--- config.mk ---
export PLATFORM = sky130hd
export DESIGN_NAME = fme_refine_top
export DESIGN_NICKNAME = d
export VERILOG_FILES = /design/src/design/fme_pkg.sv /design/src/design/candidate_compare.sv /design/src/design/fme_refine_top.sv /design/src/design/fmv_update.sv /design/src/design/satd_merge.sv
export VERILOG_INCLUDE_DIRS = /design/src /design/src/include
export SDC_FILE = /design/constraint.sdc
export NUM_CORES = 1
export LEC_CHECK = 0
export BUFFER_PORTS_ARGS = -buffer_cell sky130_fd_sc_hd__buf_2
export CORE_AREA = 2 2 245 247
export CTS_CLUSTER_DIAMETER = 40
export DETAILED_ROUTE_END_ITERATION = 8
export DIE_AREA = 0 0 247 249
export GPL_ROUTABILITY_DRIVEN = 0
export PLACE_DENSITY = 0.68
export SYNTH_ARGS = -nofsm -noshare
export SYNTH_HDL_FRONTEND = slang
export SYNTH_SLANG_ARGS = --single-unit
--- constraint.sdc ---
create_clock -name clk_i -period 34.5 [get_ports clk_i]
set_input_delay 5.175 -clock clk_i [delete_from_list [all_inputs] [get_ports clk_i]]
set_output_delay 5.175 -clock clk_i [all_outputs]
set_load 0.05 [all_outputs]
--- src/include/fme_config.svh ---
`ifndef FME_CONFIG_SVH
`define FME_CONFIG_SVH

// ******************************
// candidate grid
// ******************************

// 3x3 sub-pel search window
`define FME_CAND_NUM 9

// ******************************
// cost widths
// ******************************

// satd of one half block (upper or lower)
`define FME_SATD_HALF_BITS 13
// merged block satd, one carry bit above a half
`define FME_SATD_BITS (`FME_SATD_HALF_BITS + 1)

// ******************************
// motion vector widths
// ******************************

// signed integer-pel component
`define FME_IMV_LEN 8
// quarter-pel component, two fraction bits below the integer part
`define FME_FMV_LEN (`FME_IMV_LEN + 2)

`endif
--- src/design/fme_pkg.sv ---
`include "fme_config.svh"

package fme_pkg;

    // ******************************
    // modes and stages
    // ******************************

    typedef enum logic {
        MODE_4X4,
        MODE_8X8
    } blk_mode_e;

    typedef enum logic {
        STAGE_HALF,
        STAGE_QUARTER
    } refine_stage_e;

    // which partition vector a result refines
    typedef enum logic [1:0] {
        PART0,
        PART1,
        PART_BOTH
    } part_sel_e;

    // ******************************
    // cost bundles
    // ******************************

    typedef struct packed {
        logic [`FME_SATD_HALF_BITS-1:0] upper;
        logic [`FME_SATD_HALF_BITS-1:0] lower;
    } satd_pair_t;

    typedef satd_pair_t [`FME_CAND_NUM-1:0] satd_vec_t;

    // decode to execute
    typedef struct packed {
        logic                                          valid;
        part_sel_e                                     part;
        logic [`FME_CAND_NUM-1:0][`FME_SATD_BITS-1:0]  satd;
    } satd_blk_t;

    // sub-pel offset, each component in -1..+1
    typedef struct packed {
        logic signed [1:0] x;
        logic signed [1:0] y;
    } cand_off_t;

    // execute to result
    typedef struct packed {
        logic                       valid;
        part_sel_e                  part;
        logic [`FME_SATD_BITS-1:0]  cost;
        cand_off_t                  off;
    } best_cand_t;

    // ******************************
    // motion vectors
    // ******************************

    typedef struct packed {
        logic signed [`FME_IMV_LEN-1:0] x;
        logic signed [`FME_IMV_LEN-1:0] y;
    } imv_t;

    typedef struct packed {
        logic signed [`FME_FMV_LEN-1:0] x;
        logic signed [`FME_FMV_LEN-1:0] y;
    } fmv_t;

endpackage

--- src/design/candidate_compare.sv ---
`timescale 1ns/1ps
`include "fme_config.svh"

module candidate_compare
    import fme_pkg::*;
(
    input  logic       clk_i,
    input  logic       rst_n_i,
    input  satd_blk_t  blk_i,
    output best_cand_t best_o
);

    localparam int IDX_W = $clog2(`FME_CAND_NUM);

    // index k sits at column k mod 3, row k div 3 of the grid
    function automatic cand_off_t idx_to_off(input logic [IDX_W-1:0] idx);
        cand_off_t off;
        off.x = 2'(int'(idx) % 3 - 1);
        off.y = 2'(int'(idx) / 3 - 1);
        return off;
    endfunction

    // ******************************
    // minimum search
    // ******************************

    logic [`FME_SATD_BITS-1:0] min_cost;
    logic [IDX_W-1:0]          min_idx;

    // strict compare in the linear scan keeps the lower index on ties
    always_comb begin
        min_cost = blk_i.satd[0];
        min_idx  = '0;
        for (int k = 1; k < `FME_CAND_NUM; k++) begin
            if (blk_i.satd[k] < min_cost) begin
                min_cost = blk_i.satd[k];
                min_idx  = IDX_W'(k);
            end
        end
    end

    // ******************************
    // output register
    // ******************************

    logic                      valid_q;
    part_sel_e                 part_q;
    logic [`FME_SATD_BITS-1:0] cost_q;
    cand_off_t                 off_q;

    always_ff @(posedge clk_i or negedge rst_n_i) begin
        if (!rst_n_i) begin
            valid_q <= 1'b0;
            part_q  <= PART0;
        end else begin
            valid_q <= blk_i.valid;
            if (blk_i.valid) begin
                part_q <= blk_i.part;
            end
        end
    end

    always_ff @(posedge clk_i) begin
        if (blk_i.valid) begin
            cost_q <= min_cost;
            off_q  <= idx_to_off(min_idx);
        end
    end

    assign best_o = '{valid: valid_q, part: part_q, cost: cost_q, off: off_q};

    // ******************************
    // checks
    // ******************************

    // offset of a result stays inside the 3x3 grid
    a_result_in_grid: assert property (
        @(posedge clk_i) disable iff (!rst_n_i)
        best_o.valid |-> (best_o.off.x != -2'sd2 && best_o.off.y != -2'sd2)
    ) else $error("candidate_compare: offset outside grid");

endmodule

--- src/design/fme_refine_top.sv ---
`timescale 1ns/1ps
`include "fme_config.svh"

module fme_refine_top
    import fme_pkg::*;
(
    input  logic                      clk_i,
    input  logic                      rst_n_i,
    // per-candidate half-block costs
    input  logic                      satd_valid_i,
    input  satd_vec_t                 satd_i,
    // held over a whole search
    input  blk_mode_e                 blk_mode_i,
    input  refine_stage_e             stage_i,
    input  imv_t                      imv0_i,
    input  imv_t                      imv1_i,
    // results
    output logic                      bcost_valid_o,
    output logic [`FME_SATD_BITS-1:0] bcost_o,
    output logic                      best_cand_v_o,
    output fmv_t                      fmv0_o,
    output fmv_t                      fmv1_o
);

    satd_blk_t  blk;
    best_cand_t best;

    // ******************************
    // decode
    // ******************************

    satd_merge u_satd_merge (
        .clk_i        (clk_i),
        .rst_n_i      (rst_n_i),
        .satd_valid_i (satd_valid_i),
        .satd_i       (satd_i),
        .blk_mode_i   (blk_mode_i),
        .blk_o        (blk)
    );

    // ******************************
    // execute
    // ******************************

    candidate_compare u_candidate_compare (
        .clk_i   (clk_i),
        .rst_n_i (rst_n_i),
        .blk_i   (blk),
        .best_o  (best)
    );

    // cost leaves straight from execute
    assign bcost_valid_o = best.valid;
    assign bcost_o       = best.cost;

    // ******************************
    // result
    // ******************************

    fmv_update u_fmv_update (
        .clk_i         (clk_i),
        .rst_n_i       (rst_n_i),
        .best_i        (best),
        .stage_i       (stage_i),
        .imv0_i        (imv0_i),
        .imv1_i        (imv1_i),
        .fmv0_o        (fmv0_o),
        .fmv1_o        (fmv1_o),
        .best_cand_v_o (best_cand_v_o)
    );

endmodule

--- src/design/fmv_update.sv ---
`timescale 1ns/1ps
`include "fme_config.svh"

module fmv_update
    import fme_pkg::*;
(
    input  logic          clk_i,
    input  logic          rst_n_i,
    input  best_cand_t    best_i,
    input  refine_stage_e stage_i,
    input  imv_t          imv0_i,
    input  imv_t          imv1_i,
    output fmv_t          fmv0_o,
    output fmv_t          fmv1_o,
    output logic          best_cand_v_o
);

    // ******************************
    // refinement rule
    // ******************************

    // half: imv*4 + 2*off, quarter: held + off
    function automatic fmv_t refine(
        input refine_stage_e stage,
        input imv_t          imv,
        input fmv_t          held,
        input cand_off_t     off
    );
        fmv_t res;
        if (stage == STAGE_HALF) begin
            res.x = {imv.x, 2'b00} + {{(`FME_FMV_LEN-3){off.x[1]}}, off.x, 1'b0};
            res.y = {imv.y, 2'b00} + {{(`FME_FMV_LEN-3){off.y[1]}}, off.y, 1'b0};
        end else begin
            res.x = held.x + {{(`FME_FMV_LEN-2){off.x[1]}}, off.x};
            res.y = held.y + {{(`FME_FMV_LEN-2){off.y[1]}}, off.y};
        end
        return res;
    endfunction

    fmv_t fmv0_q;
    fmv_t fmv1_q;
    fmv_t fmv0_next;
    fmv_t fmv1_next;
    logic best_v_q;
    logic last_part;

    assign fmv0_next = refine(stage_i, imv0_i, fmv0_q, best_i.off);
    assign fmv1_next = refine(stage_i, imv1_i, fmv1_q, best_i.off);

    // a search closes on PART1 or PART_BOTH
    assign last_part = (best_i.part == PART1) || (best_i.part == PART_BOTH);

    // ******************************
    // vector registers
    // ******************************

    always_ff @(posedge clk_i or negedge rst_n_i) begin
        if (!rst_n_i) begin
            fmv0_q <= '0;
            fmv1_q <= '0;
        end else if (best_i.valid) begin
            // partition 0 takes PART0 and PART_BOTH
            if (best_i.part != PART1) begin
                fmv0_q <= fmv0_next;
            end
            if (best_i.part != PART0) begin
                fmv1_q <= fmv1_next;
            end
        end
    end

    always_ff @(posedge clk_i or negedge rst_n_i) begin
        if (!rst_n_i) begin
            best_v_q <= 1'b0;
        end else begin
            best_v_q <= best_i.valid && last_part;
        end
    end

    assign fmv0_o        = fmv0_q;
    assign fmv1_o        = fmv1_q;
    assign best_cand_v_o = best_v_q;

    // ******************************
    // checks
    // ******************************

    // after a PART1 result the next valid result must be another partition
    a_no_double_part1: assert property (
        @(posedge clk_i) disable iff (!rst_n_i)
        (best_i.valid && best_i.part == PART1) |=>
            (!(best_i.valid && best_i.part == PART1))
                until (best_i.valid && best_i.part != PART1)
    ) else $error("fmv_update: PART1 result twice in a row");

endmodule

--- src/design/satd_merge.sv ---
`timescale 1ns/1ps
`include "fme_config.svh"

module satd_merge
    import fme_pkg::*;
(
    input  logic      clk_i,
    input  logic      rst_n_i,
    input  logic      satd_valid_i,
    input  satd_vec_t satd_i,
    input  blk_mode_e blk_mode_i,
    output satd_blk_t blk_o
);

    // ******************************
    // state
    // ******************************

    logic                                         valid_q;
    part_sel_e                                    part_q;
    // second 4x4 block still owed to execute
    logic                                         pend_q;
    logic [`FME_CAND_NUM-1:0][`FME_SATD_BITS-1:0] satd_q;
    // lower halves parked for the PART1 cycle
    logic [`FME_CAND_NUM-1:0][`FME_SATD_HALF_BITS-1:0] lower_q;

    // ******************************
    // control
    // ******************************

    always_ff @(posedge clk_i or negedge rst_n_i) begin
        if (!rst_n_i) begin
            valid_q <= 1'b0;
            part_q  <= PART0;
            pend_q  <= 1'b0;
        end else begin
            valid_q <= satd_valid_i | pend_q;
            pend_q  <= satd_valid_i && (blk_mode_i == MODE_4X4);
            if (satd_valid_i) begin
                part_q <= (blk_mode_i == MODE_8X8) ? PART_BOTH : PART0;
            end else if (pend_q) begin
                part_q <= PART1;
            end
        end
    end

    // ******************************
    // payload
    // ******************************

    always_ff @(posedge clk_i) begin
        if (satd_valid_i) begin
            for (int k = 0; k < `FME_CAND_NUM; k++) begin
                if (blk_mode_i == MODE_8X8) begin
                    // 8x8 block cost = both halves together
                    satd_q[k] <= {1'b0, satd_i[k].upper} + {1'b0, satd_i[k].lower};
                end else begin
                    satd_q[k] <= {1'b0, satd_i[k].upper};
                end
                lower_q[k] <= satd_i[k].lower;
            end
        end else if (pend_q) begin
            for (int k = 0; k < `FME_CAND_NUM; k++) begin
                satd_q[k] <= {1'b0, lower_q[k]};
            end
        end
    end

    assign blk_o = '{valid: valid_q, part: part_q, satd: satd_q};

    // ******************************
    // checks
    // ******************************

    // the PART1 slot follows a 4x4 strobe, so the next cycle must stay idle
    a_strobe_gap_4x4: assert property (
        @(posedge clk_i) disable iff (!rst_n_i)
        (satd_valid_i && blk_mode_i == MODE_4X4) |=> !satd_valid_i
    ) else $error("satd_merge: 4x4 strobes closer than two cycles");

endmodule

==> results of run 1 <==
-- how the worst max path moves through the flow --
| stage | startpoint | to | slack [ns] | depth (start not counted) |
|---|---|---|---|---|
| 4_1_cts | u_satd_merge.blk_o[25] | u_candidate_compare.best_o[3] | 13.60 | 94 |
| 6_report | u_satd_merge.blk_o[25] | u_candidate_compare.best_o[3] | 13.31 | 91 |
| 3_5_place_dp | u_satd_merge.blk_o[25] | u_candidate_compare.best_o[3] | 13.66 | 93 |
| 5_1_grt | u_satd_merge.blk_o[25] | u_candidate_compare.best_o[3] | 11.62 | 94 |
| 2_1_floorplan | u_satd_merge.blk_o[25] | u_candidate_compare.best_o[3] | 16.27 | 101 |
| 3_3_place_gp | u_satd_merge.blk_o[25] | u_candidate_compare.best_o[3] | 14.65 | 91 |
-- layer usage --
layer | part of all wire [%] | routed length (µm)
met1 | 43 | 26600
met2 | 47 | 29100
met3 | 7.3 | 4520
met4 | 3.2 | 1990
met5 | 0.19 | 120
-- logic make-up after synthesis --
logic type	Yosys count	share of synthesized area, %
compound gates	662	17.2
simple gates	472	9.18
flops	309	38.6
fa+ha+maj	294	16.2
buf+inv	269	4.76
mux	187	8.27
xor+xnor	154	5.76
-- critical path: cells and delay by family, from the launching register on --
family	cells	cell delay, ns
compound gates	34	9.06
xor+xnor	1	0.06
fa+ha+maj	11	2.94
buf+inv	8	1.44
flops	1	0.38
mux	5	1.85
simple gates	32	5.14
-- layout by cell type (no fill, tap or decap), drive strengths merged, types with 10 or more instances in the layout --
| master | Yosys | routed |
|---|---|---|
| buf | 35 | 337 |
| a21oi | 322 | 322 |
| ha | 276 | 276 |
| edfxtp | 261 | 261 |
| nor2 | 221 | 221 |
| inv | 178 | 198 |
| mux2i | 143 | 143 |
| o21ai | 108 | 108 |
| nand2 | 96 | 96 |
| xnor2 | 95 | 95 |
| a21o | 73 | 73 |
| o21bai | 72 | 72 |
| clkbuf | 56 | 62 |
| xor2 | 59 | 59 |
| dfrtp | 48 | 48 |
| mux2 | 44 | 44 |
| nand2b | 38 | 38 |
| nor2b | 35 | 35 |
| nand3 | 24 | 24 |
| fa | 17 | 17 |
| nor3 | 15 | 15 |
| clkinv | 0 | 15 |
| a31oi | 12 | 12 |
| diode | 0 | 11 |
| and2 | 10 | 10 |
| a211oi | 10 | 10 |
-- sequential cells by signal, indices dropped and copies added, names as in the netlist --
register / cells
u_satd_merge.blk_o: 126
u_satd_merge.valid_q: 1
u_satd_merge.lower_q: 117
u_fmv_update.fmv0_o: 20
u_candidate_compare.valid_q: 1
u_fmv_update.fmv1_o: 20
u_candidate_compare.cost_q: 14
u_candidate_compare.best_o: 4
u_candidate_compare.part_q: 2
u_satd_merge.part_q: 2
u_satd_merge.pend_q: 1
u_fmv_update.best_cand_v_o: 1
-- stage by stage --
stage                     worst slack, ns  power, mW  hold WS (ns)  instances
after floorplan                     16.27       1.58         0.451       2347
after global placement              14.65       1.81         0.467       3366
after detailed placement            13.66       1.87         0.483       3366
after CTS                           13.60       2.46         0.497       3475
after global routing                11.62       2.64         0.528       3478
final                               13.31       2.46         0.492       3486
-- area by class of cell --
type                    instances  area share (%)
flip-flops and latches        309            32.6
diodes                         11          0.0992
inverters                     178            2.41
repair buffers                337            6.28
well taps                     773            3.49
multi-input cells            1769            47.8
clock inverters                47            1.74
clock buffers                  62            5.55
-- power groups by stage --
| stage | Clock, mW | Sequential (mW) | Combinational [mW] |
|---|---|---|---|
| after floorplan | 0 | 0.622 | 0.958 |
| after global placement | 0 | 0.547 | 1.26 |
| after detailed placement | 0 | 0.550 | 1.32 |
| after CTS | 0.597 | 0.543 | 1.32 |
| after global routing | 0.615 | 0.550 | 1.48 |
| final | 0.584 | 0.543 | 1.33 |
==> impl_metrics.ini, run 1 <==
[logic_synthesis]
yosys_most_used_dff = edfxtp_1
yosys-top-cells-count = a21oi_1, ha_1, edfxtp_1, nor2_1, inv_1
synth.net_count = 2911
proportion_of_register_bits_with_asynchronous_set_or_reset_after_synthesis_pct = 15.5
synth_top_area_share_pct = 33.5
most_numerous_cell_in_the_yosys_netlist = a21oi_1
post_synth_edffs = 261
yosys_register_bits = 309
synthDominantAreaCellType = edfxtp_1
synthesized_area_per_cell_um2 = 9.98
yosysUniqueCellTypes = 83
post_synth_main_area_contributors = edfxtp_1, ha_1, a21oi_1
post_synth_instance_area_um2 = 23400
synth_cells = 2347
ys.warnings.count = 0
ys_seq_area_share_pct = 38.6

[worst_setup_path]
rr_endpoint = u_candidate_compare.best_o[3]
cp_slowest_stage_delay_ns = 0.76
crit-reg2reg-launch = u_satd_merge.blk_o[25]
ff2ff_setup_slack_ns = 13.31
endpoint_kind = flip-flop
worst-endpoint-required_ns = 34.82
cp_max_fo = 34
critical_path.slowest_cell = o21a_1
crit_top_cell = ha_1
timing.reg2reg.worst_path_depth = 91
arrival_ns = 21.51
timing_worst_setup_path_type = flip-flop to flip-flop
setup.worst_path.start_class = flip-flop

[routing]
ant_nets = 0
post_drt_wl_per_cell_um = 17.9
route.detailed.drc = 0
detailedRoute.firstPassIterationCount = 7
finalWirelength_mm = 62.3
drt_first_iter_violations = 1073
via_count = 18500
vias_per_cell = 5.32

[sta]
fmax_ghz = 0.0472
setup-tns-final_ns = 0
timing.max_slew.rel_slack_pct = 30.9
worst_slew_pin_slew_ns = 1.04
finClkSkew_ns = 0.0147
rsz0062_at_grt = false
hold_viol = 0
final_max_slew_viol_count = 0
setup_viol_count_final = 0
post_layout_minimum_cycle_time_ns = 21.19
layout_worst_path_cycle_share_pct = 61.4

[power]
cell_internal_pwr_mw = 1.39
share_seq_of_total_power_pct = 22.1
power.switching_fraction_pct = 43.4
power.switching_mw = 1.07
max-vdd-ir-drop_v = 0.0000753
clock_power_share_pct = 23.8
power.leakage_nw = 12.6
share_comb_of_total_power_pct = 54.1
pwr_density_cell_nw_per_um2 = 88.5

[die]
rows = 89
core-area_um2 = 58700
initial_core_util_pct = 39.9
die-height_um = 249
die_area_um2 = 61500
floorplan.die.width_um = 247
io-pin-count = 327

[worst_hold_path]
holdCritStartpoint = u_satd_merge.part_q[0]
worst_hold_path_type = flip-flop to flip-flop
hold_path_depth = 2
worstHoldEndpoint = u_satd_merge.part_q[0]

[cells_and_area]
ff_latch_area_um2 = 9040
fin_nets = 3218
finish.utilization_pct = 47.3
multi_input_area_um2 = 13300
filler_cell_count = 5390
final_area_um2 = 27700
syn_to_final_growth_pct = 18.4
drive_above_1_share_pct = 18.9

[job]
cap_violations = 0

[clock_network]
cts_root_buf = clkbuf_16
htree_num_levels = 2
cts_resized = 0
cts.clk_slew.worst_paths_ns = 0.05
max_clock_buf_depth = 3
cts.repair_timing.setup_buffer_count = 0
clkLatencyLatePin_ns = 0.59
cts_hold_repair.buffers = 0
clock_sink_count = 309
numCtsBuffers = 59
cts_tree = done

[global_route]
gr-usage-met3_pct = 4.40
grt.total_usage_pct = 19.9
grt_antenna_before_repair = 14
global_route.overflow_total = 0
grt_max_degree = 191
grt.busiest_layer = met2
via_count_of_the_first_global_routing_pass = 18800
grt_use_met2_pct = 33.1
grt_first_pass_wirelength_mm = 97.4
use_met1_pct = 25.2

[placed_design]
placedInstanceArea_um2 = 25700
detailedPlacementHpwl_mm = 48.2
number_of_port_buffers = 326

[outcome]
run_status = complete, no violations
No activity file was read; power rests on OpenSTA's default activity.
==> run 2, diff against run 1 <==
--- a/config.mk
+++ b/config.mk
@@ -6,13 +6,14 @@
 export SDC_FILE = /design/constraint.sdc
 export NUM_CORES = 1
 export LEC_CHECK = 0
+export ABC_AREA = 1
 export BUFFER_PORTS_ARGS = -buffer_cell sky130_fd_sc_hd__buf_2
-export CORE_AREA = 2 2 245 247
+export CORE_AREA = 2 2 242 244
 export CTS_CLUSTER_DIAMETER = 40
 export DETAILED_ROUTE_END_ITERATION = 8
-export DIE_AREA = 0 0 247 249
+export DIE_AREA = 0 0 244 246
 export GPL_ROUTABILITY_DRIVEN = 0
-export PLACE_DENSITY = 0.68
+export PLACE_DENSITY = 0.7
 export SYNTH_ARGS = -nofsm -noshare
 export SYNTH_HDL_FRONTEND = slang
 export SYNTH_SLANG_ARGS = --single-unit
==> constraint.sdc (replaced) <==
create_clock -name clk_i -period 18.5 [get_ports clk_i]
set_input_delay 2.775 -clock clk_i [delete_from_list [all_inputs] [get_ports clk_i]]
set_output_delay 2.775 -clock clk_i [all_outputs]
set_load 0.05 [all_outputs]
==> run 2 against run 1 <==
Effect of this change: total power up 95%; clock-buffer cell count grew 26; clock power is 130% higher; non-clock buffer count is 2 higher; fmax rose by 43%; clock skew grew 0.011 ns; register-to-register slack worse by 9.6 ns; highest routed layer is now met4; area after synthesis fell by 2.5%.
==> impl_metrics.ini, run 2 <==
[clock_network]
cts_root_buf = clkbuf_16
cts_resized = 0
numCtsBuffers = 75
cts.repair_timing.setup_buffer_count = 0
clock_sink_count = 309
cts_tree = done
cts_hold_repair.buffers = 0
max_clock_buf_depth = 3
clkLatencyLatePin_ns = 0.61
cts.clk_slew.worst_paths_ns = 0.05
htree_num_levels = 3

[cells_and_area]
finalNonFillerCells = 3916
mostFrequentLayoutCells = nand2_1, nor2_1, inv_1
finish.utilization_pct = 48.4
drive_above_1_share_pct = 16.3
most_frequent_standard_cell_in_the_layout_excluding_fill_and_tap_cells = nand2_1
largest_register_ffs = 126
filler_cell_count = 5427
fin_nets = 3651
syn_to_final_growth_pct = 21.4

[power]
power.leakage_nw = 12.9
pwr_density_cell_nw_per_um2 = 173
p_total_mw = 4.79
max-vdd-ir-drop_v = 0.000165

[routing]
ant_nets = 0
via_count = 20000
route.detailed.drc = 0
post_drt_wl_per_cell_um = 16.4
drt_first_iter_violations = 1254
vias_per_cell = 5.10
finalWirelength_mm = 64.2
detailedRoute.firstPassIterationCount = 6

[worst_setup_path]
timing.reg2reg.worst_path_depth = 78
worst-endpoint-required_ns = 18.86
crit_top_cell = nand2_1
crit-reg2reg-launch = u_satd_merge.blk_o[27]
cp_slowest_stage_delay_ns = 0.51
critical_path.slowest_cell = o21ai_0
timing_worst_setup_path_type = flip-flop to flip-flop
endpoint_kind = flip-flop
arrival_ns = 15.19
rr_endpoint = u_candidate_compare.best_o[3]
cp_max_fo = 30
ff2ff_setup_slack_ns = 3.67
setup.worst_path.start_class = flip-flop

[logic_synthesis]
ys_seq_area_share_pct = 39.6
post_synth_instance_area_um2 = 22800
synthesized_area_per_cell_um2 = 8.28
post_synth_main_area_contributors = edfxtp_1, ha_1, nand2_1
synthDominantAreaCellType = edfxtp_1
synth_top_area_share_pct = 34.3
synth_cells = 2761
post_synthesis_simple_gate_area_fraction_pct = 21.0
proportion_of_register_bits_with_asynchronous_set_or_reset_after_synthesis_pct = 15.5
ys.warnings.count = 0
parity_gate_share_of_the_synthesized_area_counting_xor_and_xnor_cells_pct = 2.03
synth-compound-area-share_pct = 13.2
synth.net_count = 3325
post_synth_edffs = 261
yosys_most_used_dff = edfxtp_1
main_combinational_cell_family_by_area_after_synthesis = simple AND/OR/NAND/NOR gates
yosysUniqueCellTypes = 43
yosys_register_bits = 309
muxShareOfSynthArea_pct = 0
synthAdderAreaFrac_pct = 16.6
most_numerous_cell_in_the_yosys_netlist = nand2_1
yosys-top-cells-count = nand2_1, nor2_1, inv_1, ha_1, edfxtp_1

[worst_hold_path]
hold_path_depth = 2
holdCritStartpoint = u_satd_merge.pend_q
worst_hold_path_type = flip-flop to flip-flop
worstHoldEndpoint = u_satd_merge.part_q[0]

[die]
die_area_um2 = 60000
rows = 88
die-height_um = 246
io-pin-count = 327
initial_core_util_pct = 39.8
floorplan.die.width_um = 244
core-area_um2 = 57400

[placed_design]
inst_count_dp = 3775
number_of_port_buffers = 326
detailedPlacementHpwl_mm = 48.0

[sta]
hold_slack_ns = 0.491
setup_viol_count_final = 0
final_max_slew_viol_count = 0
hold_viol = 0
setup-tns-final_ns = 0
worst_slew_pin_slew_ns = 0.949
layout_worst_path_cycle_share_pct = 80.2
finClkSkew_ns = 0.0252
timing.max_slew.rel_slack_pct = 36.2
rsz0062_at_grt = false
post_layout_minimum_cycle_time_ns = 14.83
fmax_ghz = 0.0674

[global_route]
via_count_of_the_first_global_routing_pass = 19600
global_route.overflow_total = 0
grt_antenna_before_repair = 3
grt.total_usage_pct = 21.4
grt_max_degree = 71
grt_first_pass_wirelength_mm = 102

[outcome]
run_status = complete, no violations

[job]
cap_violations = 0
-- run 2: changes by cell type after synthesis, moves of 37 or more --
cell      delta
a21o_1      -68
a21oi_1    -216
inv_1      +174
mux2_2      -40
mux2i_1    -142
nand2_1    +478
nand2b_1    -38
nand3_1     +95
nor2_1     +176
o211ai_1    +37
o21ai_0     +80
o21bai_1    -58
o311ai_0    +60
xnor2_1     -83
-- run 2: worst max-delay path: cells and delay by family, from the launching register on --
kind / cells / cell delay (ns)
AOI/OAI and AO/OA: 17 / 4.17
adders and majority gates: 11 / 3.19
buffers and inverters: 5 / 0.55
DFF: 1 / 0.38
and+or+nand+nor: 45 / 6.24
-- run 2: per-stage QoR --
stage	cell area, µm²	setup WS, ns
2_1_floorplan	22800	5.43
3_3_place_gp	25200	4.05
3_5_place_dp	25200	3.89
4_1_cts	27700	3.85
5_1_grt	27700	1.77
6_report	27700	3.67
-- run 2: final cells by class --
cell class	instances	area [µm²]	area share [%]
inverter	356	1340	4.82
tap	765	957	3.45
clock buffer	88	2010	7.23
antenna	2	5.00	0.0180
multi-input combinational	2006	12100	43.6
timing repair buffer	339	1740	6.25
clock inverter	51	569	2.05
sequential	309	9040	32.6
-- run 2: where the power goes --
part | internal [mW] | switching, mW
sequential | 0.936 | 0.0870
clock | 0.874 | 0.459
combinational | 0.809 | 1.62
total | 2.62 | 2.17
-- run 2: logic make-up (layout without fill, tap and decap cells) --
| kind of cell | Yosys count | after routing |
|---|---|---|
| and+or+nand+nor | 1177 | 1177 |
| AOI/OAI and AO/OA | 483 | 483 |
| buffers and inverters | 446 | 834 |
| DFF | 309 | 309 |
| adders and majority gates | 293 | 293 |
| xor gates and xnor gates | 53 | 53 |
| other | 0 | 2 |
-- run 2: worst max path at each step --
stage	start	depth (start not counted)	end	slack, ns
3_5_place_dp	u_satd_merge.blk_o[27]	78	u_candidate_compare.best_o[3]	3.89
4_1_cts	u_satd_merge.blk_o[27]	79	u_candidate_compare.best_o[3]	3.85
6_report	u_satd_merge.blk_o[27]	78	u_candidate_compare.best_o[3]	3.67
3_3_place_gp	u_satd_merge.blk_o[27]	79	u_candidate_compare.best_o[3]	4.05
2_1_floorplan	u_satd_merge.blk_o[27]	90	u_candidate_compare.best_o[3]	5.43
5_1_grt	u_satd_merge.blk_o[13]	79	u_candidate_compare.best_o[3]	1.77
-- run 2: layer usage --
layer / wire, µm / global-route usage, % / part of all wire [%] / vias up
li1: - / - / - / 10100
met1: 27300 / 26.6 / 43 / 9154
met2: 31200 / 37.2 / 49 / 590
met3: 3480 / 3.15 / 5.4 / 141
met4: 2220 / 8.73 / 3.5 / 0
met5: 0 / 0 / 0 / -
==> run 3, diff against run 2 <==
--- a/config.mk
+++ b/config.mk
@@ -6,14 +6,14 @@
 export SDC_FILE = /design/constraint.sdc
 export NUM_CORES = 1
 export LEC_CHECK = 0
-export ABC_AREA = 1
+export ABC_AREA = 0
 export BUFFER_PORTS_ARGS = -buffer_cell sky130_fd_sc_hd__buf_2
-export CORE_AREA = 2 2 242 244
+export CORE_AREA = 2 2 245 247
 export CTS_CLUSTER_DIAMETER = 40
 export DETAILED_ROUTE_END_ITERATION = 8
-export DIE_AREA = 0 0 244 246
+export DIE_AREA = 0 0 247 249
 export GPL_ROUTABILITY_DRIVEN = 0
-export PLACE_DENSITY = 0.7
+export PLACE_DENSITY = 0.68
 export SYNTH_ARGS = -nofsm -noshare
 export SYNTH_HDL_FRONTEND = slang
 export SYNTH_SLANG_ARGS = --single-unit
==> constraint.sdc (replaced) <==
create_clock -name clk_i -period 15.2 [get_ports clk_i]
set_input_delay 2.28 -clock clk_i [delete_from_list [all_inputs] [get_ports clk_i]]
set_output_delay 2.28 -clock clk_i [all_outputs]
set_load 0.05 [all_outputs]
==> run 3 against run 2 <==
Effect of this change: the flow now finishes with violations (setup timing); first-iteration DRC count decreased by 13%; sequential share of layout area decreased by 3.7 points; sequential power increased by 22%; clock skew decreased by 0.0058 ns; cell count decreased by 3.4%; register-to-register slack got worse by 5.0 ns; global-route usage decreased by 0.55 points; clock-buffer cell count decreased by 14; fmax decreased by 11%; largest power group unchanged.
==> impl_metrics.ini, run 3 (same netlist as run 1, synthesis figures left out) <==
[die]
core-area_um2 = 58700
floorplan.die.width_um = 247
die-height_um = 249
io-pin-count = 327
rows = 89
initial_core_util_pct = 39.9
die_area_um2 = 61500

[routing]
drt_first_iter_violations = 1092
via_count = 20000
route.detailed.drc = 0
route.met2.wl_mm = 32.2
vias_per_cell = 5.27
wl_met3_mm = 4.45
ant_nets = 0
detailedRoute.firstPassIterationCount = 5
route.top_layer_used = met5
m1WireLength_mm = 28.3
post_drt_wl_per_cell_um = 17.7
finalWirelength_mm = 67.0

[global_route]
grt_max_degree = 96
via_count_of_the_first_global_routing_pass = 20000
grt.total_usage_pct = 20.9
grt_antenna_before_repair = 11
grt_first_pass_wirelength_mm = 103
global_route.overflow_total = 0

[cells_and_area]
fin_nets = 3512
finish.utilization_pct = 53.4
drive_above_1_share_pct = 32.2
largest_register_ffs = 126
mostFrequentLayoutCells = buf_2, a21oi_1, buf_4
syn_to_final_growth_pct = 33.9
most_frequent_standard_cell_in_the_layout_excluding_fill_and_tap_cells = buf_2

[power]
share_comb_of_total_power_pct = 62.9
cell_internal_pwr_mw = 4.30
power.leakage_nw = 14.2
power.switching_mw = 2.95
p_total_mw = 7.25
share_seq_of_total_power_pct = 17.1
clock_power_share_pct = 20.0
max-vdd-ir-drop_v = 0.000151
power.switching_fraction_pct = 40.7
pwr_density_cell_nw_per_um2 = 231

[worst_setup_path]
timing_worst_setup_path_type = flip-flop to flip-flop
crit-reg2reg-launch = u_satd_merge.blk_o[4]
critical_path.slowest_cell = edfxtp_1
rr_endpoint = u_candidate_compare.best_o[3]
timing.reg2reg.worst_path_depth = 100
crit_top_cell = ha_4
setup.worst_path.start_class = flip-flop
cp_slowest_stage_delay_ns = 0.46
endpoint_kind = flip-flop
arrival_ns = 16.91
ff2ff_setup_slack_ns = -1.38
cp_max_fo = 7
worst-endpoint-required_ns = 15.54

[sta]
fmax_ghz = 0.0603
layout_worst_path_cycle_share_pct = 109
setup_viol_count_final = 4
finClkSkew_ns = 0.0193
final_max_slew_viol_count = 0
post_layout_minimum_cycle_time_ns = 16.58
worst_slew_pin_slew_ns = 1.12
hold_slack_ns = 0.484
timing.max_slew.rel_slack_pct = 24.9
final_critical_path_setup_slack_ns = -1.38
rsz0062_at_grt = true
hold_viol = 0

[worst_hold_path]
hold_path_depth = 2
worstHoldEndpoint = u_candidate_compare.part_q[0]
worst_hold_path_type = flip-flop to flip-flop
holdCritStartpoint = u_satd_merge.part_q[0]

[clock_network]
clkLatencyLatePin_ns = 0.59
cts_hold_repair.buffers = 0
htree_num_levels = 3
clock_sink_count = 309
numCtsBuffers = 68
cts.clk_slew.worst_paths_ns = 0.05
max_clock_buf_depth = 3
cts_tree = done
cts_root_buf = clkbuf_16

[outcome]
failed_checks = setup timing
run_status = finished with violations

[placed_design]
detailedPlacementHpwl_mm = 48.9
number_of_port_buffers = 326
dp_worst_setup_slack_ns = -1.42

[job]
cap_violations = 0
-- run 3: cell type report --
class                      instances  area [µm²]
antenna                            8        20.0
clock buffer                      74        1810
clock inverter                    51         479
fill                            5008       27300
inverter                         178         673
multi-input combinational       1770       14300
sequential                       309        9040
tap                              773         967
timing repair buffer             621        4040
-- run 3: worst max-delay path by stage --
stage,end,slack [ns],cells past startpoint,start
after CTS,u_candidate_compare.best_o[3],-0.94,95,u_satd_merge.blk_o[9]
after global placement,u_candidate_compare.best_o[3],-0.60,93,u_satd_merge.blk_o[27]
after global routing,u_candidate_compare.best_o[3],-2.22,100,u_satd_merge.blk_o[9]
after detailed placement,u_candidate_compare.best_o[3],-1.42,96,u_satd_merge.blk_o[25]
final,u_candidate_compare.best_o[3],-1.38,100,u_satd_merge.blk_o[4]
after floorplan,u_candidate_compare.best_o[3],-1.37,101,u_satd_merge.blk_o[27]
-- run 3: stage by stage --
stage          instance area (µm²)  cells  setup TNS, ns
4_1_cts                      30200   3730          -3.19
5_1_grt                      31300   3780         -16.02
6_report                     31400   3784          -4.87
2_1_floorplan                23700   2347          -4.49
3_5_place_dp                 27200   3549          -5.05
3_3_place_gp                 27200   3549          -1.91
-- run 3: power groups by stage --
stage                     Sequential [mW]  Clock [mW]  Combinational, mW
after floorplan                      1.41           0               2.27
after global placement               1.24           0               3.46
after detailed placement             1.25           0               3.59
after CTS                            1.24        1.48               3.99
after global routing                 1.26        1.53               4.94
final                                1.24        1.45               4.56
-- run 3: critical path: cells and delay by family, from the launching register on --
family | cells | cell delay [ns]
buffers and inverters | 17 | 1.92
XOR/XNOR | 1 | 0.06
flip-flops | 1 | 0.46
multiplexers | 5 | 1.21
AO/OA/AOI/OAI | 37 | 6.56
adder cells (fa/ha/maj) | 11 | 2.29
AND/OR/NAND/NOR | 29 | 3.85
-- run 3: per-layer routing --
metal,GRT usage [%],up-vias
met4,7.95,10
met1,26.5,9487
met3,4.36,141
li1,-,9728
met5,0,-
met2,34.6,591
-- run 3: timing repair --
| item | 4_1_cts | 5_1_grt |
|---|---|---|
| pin swaps | 40 | 59 |
| gates cloned | 1 | 5 |
| buffers inserted | 55 | 43 |
| hold endpoints to repair | 0 | 0 |
| setup endpoints to repair | 18 | 18 |
| resized for setup | 59 | 147 |
